==> config.mk <==
export PLATFORM = sky130hd
export DESIGN_NAME = id_stage_top
export DESIGN_NICKNAME = d
export VERILOG_FILES = /design/src/rtl/id_pkg.sv /design/src/rtl/regfile.sv /design/src/rtl/inst_decoder.sv /design/src/rtl/forwarding_unit.sv /design/src/rtl/branch_resolver.sv /design/src/rtl/ex_issue_reg.sv /design/src/rtl/id_stage_top.sv
export SDC_FILE = /design/constraint.sdc
export NUM_CORES = 2
export LEC_CHECK = 0
export BUFFER_PORTS_ARGS = -buffer_cell sky130_fd_sc_hd__buf_4
export CORE_MARGIN = 4
export CORE_UTILIZATION = 55
export DETAILED_ROUTE_END_ITERATION = 8
export PLACE_DENSITY = 0.73
export RECOVER_POWER = 50
export SLEW_MARGIN = 25
export SYNTH_ARGS = -nofsm -noshare
export SYNTH_HDL_FRONTEND = slang
export SYNTH_SLANG_ARGS = --single-unit
==> constraint.sdc <==
create_clock -name clk -period 7.84 [get_ports clk]
set_input_delay 1.568 -clock clk [delete_from_list [all_inputs] [get_ports clk]]
set_output_delay 1.568 -clock clk [all_outputs]
set_load 0.005 [all_outputs]
==> src/rtl/id_pkg.sv <==
package id_pkg;

	localparam int WORD_W     = 32;
	localparam int REG_ADDR_W = 5;
	localparam int NUM_REGS   = 32;
	localparam int LINK_REG   = 31;

	typedef logic [WORD_W-1:0]     word_t;
	typedef logic [REG_ADDR_W-1:0] reg_addr_t;

	// primary opcode field, inst[31:26]
	typedef enum logic [5:0] {
		OP_SPECIAL = 6'b000000,
		OP_J       = 6'b000010,
		OP_JAL     = 6'b000011,
		OP_BEQ     = 6'b000100,
		OP_BNE     = 6'b000101,
		OP_BLEZ    = 6'b000110,
		OP_BGTZ    = 6'b000111,
		OP_ADDI    = 6'b001000,
		OP_ADDIU   = 6'b001001,
		OP_SLTI    = 6'b001010,
		OP_SLTIU   = 6'b001011,
		OP_ANDI    = 6'b001100,
		OP_ORI     = 6'b001101,
		OP_XORI    = 6'b001110,
		OP_LUI     = 6'b001111,
		OP_LW      = 6'b100011,
		OP_SW      = 6'b101011
	} opcode_e;

	// function field of special instructions, inst[5:0]
	typedef enum logic [5:0] {
		FN_JR   = 6'b001000,
		FN_ADD  = 6'b100000,
		FN_ADDU = 6'b100001,
		FN_SUB  = 6'b100010,
		FN_SUBU = 6'b100011,
		FN_AND  = 6'b100100,
		FN_OR   = 6'b100101,
		FN_XOR  = 6'b100110,
		FN_NOR  = 6'b100111,
		FN_SLT  = 6'b101010,
		FN_SLTU = 6'b101011
	} funct_e;

	// immediate forms share the register op code
	typedef enum logic [4:0] {
		ALU_NOP, ALU_AND, ALU_OR, ALU_XOR, ALU_NOR,
		ALU_ADD, ALU_ADDU, ALU_SUB, ALU_SUBU, ALU_SLT, ALU_SLTU,
		ALU_LUI, ALU_LW, ALU_SW, ALU_JAL, ALU_BRANCH
	} alu_op_e;

	typedef enum logic [2:0] {
		BR_NONE, BR_BEQ, BR_BNE, BR_BGTZ, BR_BLEZ, BR_J, BR_JAL, BR_JR
	} br_kind_e;

	typedef enum logic [1:0] {
		IMM_REG, IMM_ZERO_EXT, IMM_SIGN_EXT
	} imm_kind_e;

	typedef struct packed {
		logic      we;
		reg_addr_t addr;
		word_t     data;
	} reg_write_t;

	typedef struct packed {
		alu_op_e   alu_op;
		br_kind_e  br_kind;
		imm_kind_e imm_kind;
		logic      rs_read;
		logic      rt_read;
		logic      is_store;
		reg_addr_t dest;
		logic      we;
	} dec_ctrl_t;

	typedef struct packed {
		alu_op_e   alu_op;
		word_t     operand1;
		word_t     operand2;
		reg_addr_t dest;
		logic      we;
	} issue_t;

	localparam dec_ctrl_t DEC_NOP = '{alu_op: ALU_NOP, br_kind: BR_NONE, imm_kind: IMM_REG,
		rs_read: 1'b0, rt_read: 1'b0, is_store: 1'b0, dest: '0, we: 1'b0};

	localparam issue_t ISSUE_NOP = '{alu_op: ALU_NOP, operand1: '0, operand2: '0,
		dest: '0, we: 1'b0};

endpackage

==> src/rtl/regfile.sv <==
module regfile (
	input  logic               clk,
	input  logic               reset_i,
	input  id_pkg::reg_write_t wr_i,
	input  id_pkg::reg_addr_t  rd_addr_a_i,
	input  id_pkg::reg_addr_t  rd_addr_b_i,
	output id_pkg::word_t      rd_data_a_o,
	output id_pkg::word_t      rd_data_b_o
);
	import id_pkg::*;

	word_t regs [NUM_REGS];

	// r0 reads zero, same-cycle write is bypassed
	function automatic word_t read_port(input reg_addr_t addr, input reg_write_t wr,
			input word_t stored);
		word_t val;
		if (addr == '0) begin
			val = '0;
		end else if (wr.we && wr.addr == addr) begin
			val = wr.data;
		end else begin
			val = stored;
		end
		return val;
	endfunction

	always_ff @(posedge clk) begin
		if (reset_i) begin
			for (int i = 0; i < NUM_REGS; i++) begin
				regs[i] <= '0;
			end
		end else if (wr_i.we && wr_i.addr != '0) begin
			regs[wr_i.addr] <= wr_i.data;
		end
	end

	assign rd_data_a_o = read_port(rd_addr_a_i, wr_i, regs[rd_addr_a_i]);
	assign rd_data_b_o = read_port(rd_addr_b_i, wr_i, regs[rd_addr_b_i]);

endmodule

==> src/rtl/inst_decoder.sv <==
module inst_decoder (
	input  id_pkg::word_t     inst_i,
	output id_pkg::dec_ctrl_t ctrl_o
);
	import id_pkg::*;

	opcode_e   opcode;
	funct_e    funct;
	reg_addr_t rt;
	reg_addr_t rd;

	assign opcode = opcode_e'(inst_i[31:26]);
	assign funct  = funct_e'(inst_i[5:0]);
	assign rt     = inst_i[20:16];
	assign rd     = inst_i[15:11];

	// rs op rt -> rd
	function automatic dec_ctrl_t r_type(input alu_op_e op, input reg_addr_t dst);
		dec_ctrl_t c;
		c = DEC_NOP;
		c.alu_op  = op;
		c.rs_read = 1'b1;
		c.rt_read = 1'b1;
		c.dest    = dst;
		c.we      = 1'b1;
		return c;
	endfunction

	// rs op imm -> rt
	function automatic dec_ctrl_t i_type(input alu_op_e op, input imm_kind_e kind,
			input reg_addr_t dst);
		dec_ctrl_t c;
		c = DEC_NOP;
		c.alu_op   = op;
		c.imm_kind = kind;
		c.rs_read  = 1'b1;
		c.dest     = dst;
		c.we       = 1'b1;
		return c;
	endfunction

	// branch or jump, writes nothing
	function automatic dec_ctrl_t br_type(input br_kind_e kind, input logic use_rs,
			input logic use_rt);
		dec_ctrl_t c;
		c = DEC_NOP;
		c.alu_op  = ALU_BRANCH;
		c.br_kind = kind;
		c.rs_read = use_rs;
		c.rt_read = use_rt;
		return c;
	endfunction

	always_comb begin
		ctrl_o = DEC_NOP;
		case (opcode)
			OP_SPECIAL: begin
				case (funct)
					FN_AND:  ctrl_o = r_type(ALU_AND, rd);
					FN_OR:   ctrl_o = r_type(ALU_OR, rd);
					FN_XOR:  ctrl_o = r_type(ALU_XOR, rd);
					FN_NOR:  ctrl_o = r_type(ALU_NOR, rd);
					FN_ADD:  ctrl_o = r_type(ALU_ADD, rd);
					FN_ADDU: ctrl_o = r_type(ALU_ADDU, rd);
					FN_SUB:  ctrl_o = r_type(ALU_SUB, rd);
					FN_SUBU: ctrl_o = r_type(ALU_SUBU, rd);
					FN_SLT:  ctrl_o = r_type(ALU_SLT, rd);
					FN_SLTU: ctrl_o = r_type(ALU_SLTU, rd);
					FN_JR:   ctrl_o = br_type(BR_JR, 1'b1, 1'b0);
					default: ctrl_o = DEC_NOP;
				endcase
			end
			OP_ANDI:  ctrl_o = i_type(ALU_AND, IMM_ZERO_EXT, rt);
			OP_ORI:   ctrl_o = i_type(ALU_OR, IMM_ZERO_EXT, rt);
			OP_XORI:  ctrl_o = i_type(ALU_XOR, IMM_ZERO_EXT, rt);
			OP_ADDI:  ctrl_o = i_type(ALU_ADD, IMM_SIGN_EXT, rt);
			OP_ADDIU: ctrl_o = i_type(ALU_ADDU, IMM_SIGN_EXT, rt);
			OP_SLTI:  ctrl_o = i_type(ALU_SLT, IMM_SIGN_EXT, rt);
			OP_SLTIU: ctrl_o = i_type(ALU_SLTU, IMM_SIGN_EXT, rt);
			OP_LW:    ctrl_o = i_type(ALU_LW, IMM_SIGN_EXT, rt);
			OP_LUI: begin
				ctrl_o = i_type(ALU_LUI, IMM_ZERO_EXT, rt);
				ctrl_o.rs_read = 1'b0;
			end
			OP_SW: begin
				// address formed here, rt is the store data
				ctrl_o = DEC_NOP;
				ctrl_o.alu_op   = ALU_SW;
				ctrl_o.rs_read  = 1'b1;
				ctrl_o.rt_read  = 1'b1;
				ctrl_o.is_store = 1'b1;
			end
			OP_BEQ:  ctrl_o = br_type(BR_BEQ, 1'b1, 1'b1);
			OP_BNE:  ctrl_o = br_type(BR_BNE, 1'b1, 1'b1);
			OP_BGTZ: ctrl_o = br_type(BR_BGTZ, 1'b1, 1'b0);
			OP_BLEZ: ctrl_o = br_type(BR_BLEZ, 1'b1, 1'b0);
			OP_J:    ctrl_o = br_type(BR_J, 1'b0, 1'b0);
			OP_JAL: begin
				ctrl_o = br_type(BR_JAL, 1'b0, 1'b0);
				ctrl_o.alu_op = ALU_JAL;
				ctrl_o.dest   = reg_addr_t'(LINK_REG);
				ctrl_o.we     = 1'b1;
			end
			default: ctrl_o = DEC_NOP;
		endcase
	end

endmodule

==> src/rtl/forwarding_unit.sv <==
module forwarding_unit (
	input  logic               inst_valid_i,
	input  id_pkg::dec_ctrl_t  ctrl_i,
	input  id_pkg::reg_addr_t  rs_addr_i,
	input  id_pkg::reg_addr_t  rt_addr_i,
	input  id_pkg::word_t      rs_raw_i,
	input  id_pkg::word_t      rt_raw_i,
	input  id_pkg::reg_write_t ex_fwd_i,
	input  id_pkg::reg_write_t mem_fwd_i,
	input  logic               ex_is_load_i,
	output id_pkg::word_t      rs_val_o,
	output id_pkg::word_t      rt_val_o,
	output logic               stall_o
);
	import id_pkg::*;

	logic rs_load_dep;
	logic rt_load_dep;

	// EX over MEM over regfile; unread sources and r0 give zero
	function automatic word_t pick(input logic rd_en, input reg_addr_t addr,
			input word_t raw, input reg_write_t ex, input reg_write_t mem);
		word_t val;
		if (!rd_en || addr == '0) begin
			val = '0;
		end else if (ex.we && ex.addr == addr) begin
			val = ex.data;
		end else if (mem.we && mem.addr == addr) begin
			val = mem.data;
		end else begin
			val = raw;
		end
		return val;
	endfunction

	assign rs_val_o = pick(ctrl_i.rs_read, rs_addr_i, rs_raw_i, ex_fwd_i, mem_fwd_i);
	assign rt_val_o = pick(ctrl_i.rt_read, rt_addr_i, rt_raw_i, ex_fwd_i, mem_fwd_i);

	// load data only exists after MEM, so EX forwarding cannot cover it
	assign rs_load_dep = ctrl_i.rs_read && ex_fwd_i.addr == rs_addr_i;
	assign rt_load_dep = ctrl_i.rt_read && ex_fwd_i.addr == rt_addr_i;

	assign stall_o = inst_valid_i && ex_is_load_i && ex_fwd_i.addr != '0
		&& (rs_load_dep || rt_load_dep);

endmodule

==> src/rtl/branch_resolver.sv <==
module branch_resolver (
	input  logic              accept_i,
	input  id_pkg::dec_ctrl_t ctrl_i,
	input  id_pkg::word_t     pc_i,
	input  id_pkg::word_t     inst_i,
	input  id_pkg::word_t     rs_val_i,
	input  id_pkg::word_t     rt_val_i,
	output logic              branch_taken_o,
	output id_pkg::word_t     branch_target_o
);
	import id_pkg::*;

	word_t pc_plus_4;
	word_t br_offset;
	word_t jump_target;
	logic  taken;
	word_t target;

	assign pc_plus_4   = pc_i + 32'd4;
	assign br_offset   = {{14{inst_i[15]}}, inst_i[15:0], 2'b00};
	assign jump_target = {pc_plus_4[31:28], inst_i[25:0], 2'b00};

	always_comb begin
		taken  = 1'b0;
		target = pc_plus_4 + br_offset;
		case (ctrl_i.br_kind)
			BR_BEQ:  taken = rs_val_i == rt_val_i;
			BR_BNE:  taken = rs_val_i != rt_val_i;
			// signed compare against zero
			BR_BGTZ: taken = $signed(rs_val_i) > 0;
			BR_BLEZ: taken = $signed(rs_val_i) <= 0;
			BR_J, BR_JAL: begin
				taken  = 1'b1;
				target = jump_target;
			end
			BR_JR: begin
				taken  = 1'b1;
				target = rs_val_i;
			end
			default: taken = 1'b0;
		endcase
	end

	// nothing leaves the stage unless the instruction is accepted
	assign branch_taken_o  = accept_i && taken;
	assign branch_target_o = branch_taken_o ? target : '0;

endmodule

==> src/rtl/ex_issue_reg.sv <==
module ex_issue_reg (
	input  logic              clk,
	input  logic              reset_i,
	input  logic              accept_i,
	input  id_pkg::dec_ctrl_t ctrl_i,
	input  id_pkg::word_t     pc_i,
	input  id_pkg::word_t     inst_i,
	input  id_pkg::word_t     rs_val_i,
	input  id_pkg::word_t     rt_val_i,
	output id_pkg::issue_t    ex_o,
	output logic              ex_valid_o
);
	import id_pkg::*;

	word_t  imm_sext;
	word_t  imm_zext;
	issue_t next;

	assign imm_sext = {{16{inst_i[15]}}, inst_i[15:0]};
	assign imm_zext = {16'b0, inst_i[15:0]};

	always_comb begin
		next.alu_op = ctrl_i.alu_op;
		next.dest   = ctrl_i.dest;
		next.we     = ctrl_i.we;

		// operand1
		if (ctrl_i.alu_op == ALU_LUI) begin
			next.operand1 = '0;
		end else if (ctrl_i.alu_op == ALU_JAL) begin
			// link address past the delay slot
			next.operand1 = pc_i + 32'd8;
		end else if (ctrl_i.is_store) begin
			next.operand1 = rs_val_i + imm_sext;
		end else begin
			next.operand1 = rs_val_i;
		end

		// operand2
		case (ctrl_i.imm_kind)
			IMM_ZERO_EXT: next.operand2 = imm_zext;
			IMM_SIGN_EXT: next.operand2 = imm_sext;
			default:      next.operand2 = rt_val_i;
		endcase
	end

	always_ff @(posedge clk) begin
		if (reset_i) begin
			ex_o       <= ISSUE_NOP;
			ex_valid_o <= 1'b0;
		end else begin
			ex_valid_o <= accept_i;
			if (accept_i) begin
				ex_o <= next;
			end
		end
	end

endmodule

==> src/rtl/id_stage_top.sv <==
module id_stage_top (
	input  logic               clk,
	input  logic               reset_i,
	input  logic               inst_valid_i,
	input  id_pkg::word_t      pc_i,
	input  id_pkg::word_t      inst_i,
	input  id_pkg::reg_write_t ex_fwd_i,
	input  id_pkg::reg_write_t mem_fwd_i,
	input  id_pkg::reg_write_t wb_i,
	input  logic               ex_is_load_i,
	output logic               stall_o,
	output logic               branch_taken_o,
	output id_pkg::word_t      branch_target_o,
	output id_pkg::issue_t     ex_o,
	output logic               ex_valid_o
);
	import id_pkg::*;

	dec_ctrl_t ctrl;
	reg_addr_t rs_addr;
	reg_addr_t rt_addr;
	word_t     rs_raw;
	word_t     rt_raw;
	word_t     rs_val;
	word_t     rt_val;
	logic      accept;

	assign rs_addr = inst_i[25:21];
	assign rt_addr = inst_i[20:16];
	assign accept  = inst_valid_i && !stall_o;

	regfile u_regfile (
		.clk         (clk),
		.reset_i     (reset_i),
		.wr_i        (wb_i),
		.rd_addr_a_i (rs_addr),
		.rd_addr_b_i (rt_addr),
		.rd_data_a_o (rs_raw),
		.rd_data_b_o (rt_raw)
	);

	inst_decoder u_decoder (
		.inst_i (inst_i),
		.ctrl_o (ctrl)
	);

	forwarding_unit u_fwd (
		.inst_valid_i (inst_valid_i),
		.ctrl_i       (ctrl),
		.rs_addr_i    (rs_addr),
		.rt_addr_i    (rt_addr),
		.rs_raw_i     (rs_raw),
		.rt_raw_i     (rt_raw),
		.ex_fwd_i     (ex_fwd_i),
		.mem_fwd_i    (mem_fwd_i),
		.ex_is_load_i (ex_is_load_i),
		.rs_val_o     (rs_val),
		.rt_val_o     (rt_val),
		.stall_o      (stall_o)
	);

	branch_resolver u_branch (
		.accept_i        (accept),
		.ctrl_i          (ctrl),
		.pc_i            (pc_i),
		.inst_i          (inst_i),
		.rs_val_i        (rs_val),
		.rt_val_i        (rt_val),
		.branch_taken_o  (branch_taken_o),
		.branch_target_o (branch_target_o)
	);

	ex_issue_reg u_issue (
		.clk        (clk),
		.reset_i    (reset_i),
		.accept_i   (accept),
		.ctrl_i     (ctrl),
		.pc_i       (pc_i),
		.inst_i     (inst_i),
		.rs_val_i   (rs_val),
		.rt_val_i   (rt_val),
		.ex_o       (ex_o),
		.ex_valid_o (ex_valid_o)
	);

endmodule

==> results_dict.tcl <==
set metrics [dict create \
    status "finished, violations left" \
    violations "capacitance limit, slew limit" \
    io_buffers 290 \
    finClkSkew_ps 55.8 \
    finalNetCount 5521 \
    worstSetupPathType "input pin to primary output" \
    relSlewSlack_pct -109 \
    final_max_slew_viol_count 1103 \
    clk_latency_ps 750 \
    critical-path-max-stage-delay_ps 540 \
    vias_per_cell 7.04 \
    cellLeakagePower_nw 26.4 \
    drtIter0Drc 7130 \
    dpl.hpwl_um 165000 \
    yosysWarnings 0 \
    antenna_found_initial 18 \
    crit_arrival_ps 6140 \
    startpoint_type "input pin" \
    crit_fanout 29 \
    die_w_um 354 \
    cts.clk_slew.worst_paths_ps 70 \
    peakVddDrop_uv 204 \
    ant_nets 0 \
    cts_made_buffers 114 \
    grt.total_usage_pct 38.9 \
    drc 0 \
    clock-sinks 1099 \
    syn_area_per_cell_sq_um 13.3 \
    row_count 126 \
    grt_max_degree 62 \
    p_per_area_nw_per_um2 201 \
    cts_root_buf "clkbuf_16" \
    cp.required_ps 6270 \
    holdWs_ps 455 \
    multiInputGateArea_sq_um 31700 \
    max_freq_mhz 130 \
    syn_area_sq_um 65700 \
    synth.ff_latch_count 1099 \
    final_common_cell "edfxtp_1" \
    final_cell_mix "edfxtp_1, mux4_2, and2_1" \
    final_hold_viol_count 0 \
    wl_um 248000 \
    period_minus_slack_ps 7700 \
    grt_pass1_vias 48767 \
    synth_edf_count 1024 \
    post-route-period-util_pct 98.3 \
    synthCells 4945 \
    via_count 49170 \
    htreeDepth 3 \
    core_sq_um 118000 \
    cap_violations 41 \
    drive_gt1_share_pct 28.4 \
    worstMarginPinSlew_ps 3130 \
    syn2layout_area_growth_pct 14.7 \
    seq_area_frac_synth_pct 49.1 \
    synthFlopType "edfxtp_1" \
    timing.critical_path.buf_inv 7 \
    synth.distinct_cells 84 \
    cp-end-kind "primary output" \
    overflow 0 \
    ios 292 \
    cts.hold.buffers_added 0 \
    dr.pass1.iters 6 \
    finalSetupViolCount 0 \
    wl_per_cell_um 35.4 \
    cts.path.max_buffers 3 \
    dieArea_sq_um 125000 \
    hp-class "flip-flop to flip-flop" \
    initial_core_util_pct 55.5 \
    cts_tree "done" \
    critPathSlowestCell "mux4_2" \
    seqCellArea_sq_um 32300 \
    grt_pass1_wl_um 348000 \
    n_fill_cell 8683 \
    path_cells "buf_12, buf_12, buf_12, buf_12, mux4_2, mux4_2, mux2i_1, buf_4, nor2_1, o221a_2, nor4_4, nand3_1, o31ai_2, mux2i_1, o2111a_2, buf_4, nor3_1, buf_4" \
    die_height_um 354 \
    rsz0062_at_grt "false" \
    async_reset_ff_share_pct 0 \
    gp_congestion 1.05 \
    crit_family "buffers and inverters" \
    cpMostUsedCell "buf_12" \
    setup_tns_ps 0 \
]
## per-stage QoR
stage	power, W	area (sq um)	worst slack [ps]	utilization [%]	std cells
6_report	0.0151	75400	135	63.7	6983
5_1_grt	0.0155	75400	4.71	63.6	6975
4_1_cts	0.0151	75400	78.9	63.7	6962
3_5_place_dp	0.00951	71600	-210	60.5	6752
3_3_place_gp	0.00946	71600	-169	60.5	6752
2_1_floorplan	0.00843	65800	734	-	4977
## cell type report
class                   instances  share of cell area, %
flip-flops and latches       1099                   42.8
multi-input cells            3349                   42.0
repair buffers                671                   7.24
clock buffers                 134                   3.94
well taps                    1600                   2.66
clock inverters                76                   1.11
inverters                      44                  0.219
diodes                         10                 0.0332
## per-layer routing
layer	vias to the layer above	track usage (%)	wire, um
met5	-	0	63
met4	10	24.3	19500
met3	1026	10.6	33100
met2	4225	61.9	114000
met1	24310	47.4	80300
li1	19599	-	-
## flip-flops by register name, indices dropped and copies added, names as in the netlist
name	flops
u_regfile.regs	1024
u_issue.ex_valid_o	1
u_issue.ex_o	74
## logic make-up (layout without fill, tap and decap cells)
| kind of cell | after synthesis | in the layout | share of synthesized area (%) |
|---|---|---|---|
| adders and majority gates | 65 | 65 | 1.24 |
| AOI/OAI and AO/OA | 584 | 584 | 6.23 |
| and+or+nand+nor | 1792 | 1793 | 15.2 |
| xor gates and xnor gates | 169 | 169 | 2.25 |
| other | 1 | 43 | 0.00571 |
| buffers and inverters | 530 | 925 | 3.36 |
| muxes | 705 | 705 | 22.6 |
| DFF | 1099 | 1099 | 49.1 |
## synth_stat cells, drive strengths merged, types with 13 or more instances
library cell / number / share of area (%)
a211oi: 49 / 0.56
a21o: 30 / 0.34
a21oi: 113 / 0.86
a221oi: 27 / 0.36
a22o: 15 / 0.20
a22oi: 21 / 0.24
a31oi: 24 / 0.23
and2: 999 / 9.5
and3: 33 / 0.31
buf: 133 / 1.1
clkbuf: 353 / 2.0
dfxtp: 75 / 2.3
edfxtp: 1024 / 47
ha: 58 / 1.1
inv: 44 / 0.25
mux2i: 71 / 1.1
mux4: 623 / 21
nand2: 211 / 1.2
nand2b: 17 / 0.16
nand3: 84 / 0.64
nand4: 25 / 0.24
nor2: 213 / 1.2
nor2b: 25 / 0.24
nor3: 85 / 0.65
nor4: 14 / 0.14
o211ai: 45 / 0.51
o21ai: 113 / 0.86
o221ai: 26 / 0.38
or2: 41 / 0.39
or3: 13 / 0.12
xnor2: 106 / 1.4
xor2: 63 / 0.84
## report_power, final
group / switching (W) / total (W) / internal, W
registers: 0.000184 / 0.00692 / 0.00673
logic: 0.00143 / 0.00258 / 0.00115
clock network: 0.00242 / 0.00565 / 0.00323
## final timing paths
check | startpoint | slack, ps | cells past startpoint | end
worst max-delay path | inst_i[22] | 140 | 18 | branch_target_o[1]
worst min-delay path | u_issue.ex_o[60] | 450 | 2 | u_issue.ex_o[60]
worst max register to register | u_regfile.regs[31][0] | 2170 | 19 | u_issue.ex_o[59]
worst min register to register | u_issue.ex_o[60] | 450 | 2 | u_issue.ex_o[60]
## worst min-delay path, delay by kind of cell (launching register included)
family          cells  cell delay (ps)
compound gates      1               50
flops               1              320
simple gates        1               40
## what timing repair did
action,in CTS,in global routing
cloned,0,3
buffers inserted,0,7
resized for setup,3,25
setup endpoints to repair,31,33
hold endpoints to repair,0,0
pin swaps,0,7
(Power assumes the default switching activity.)
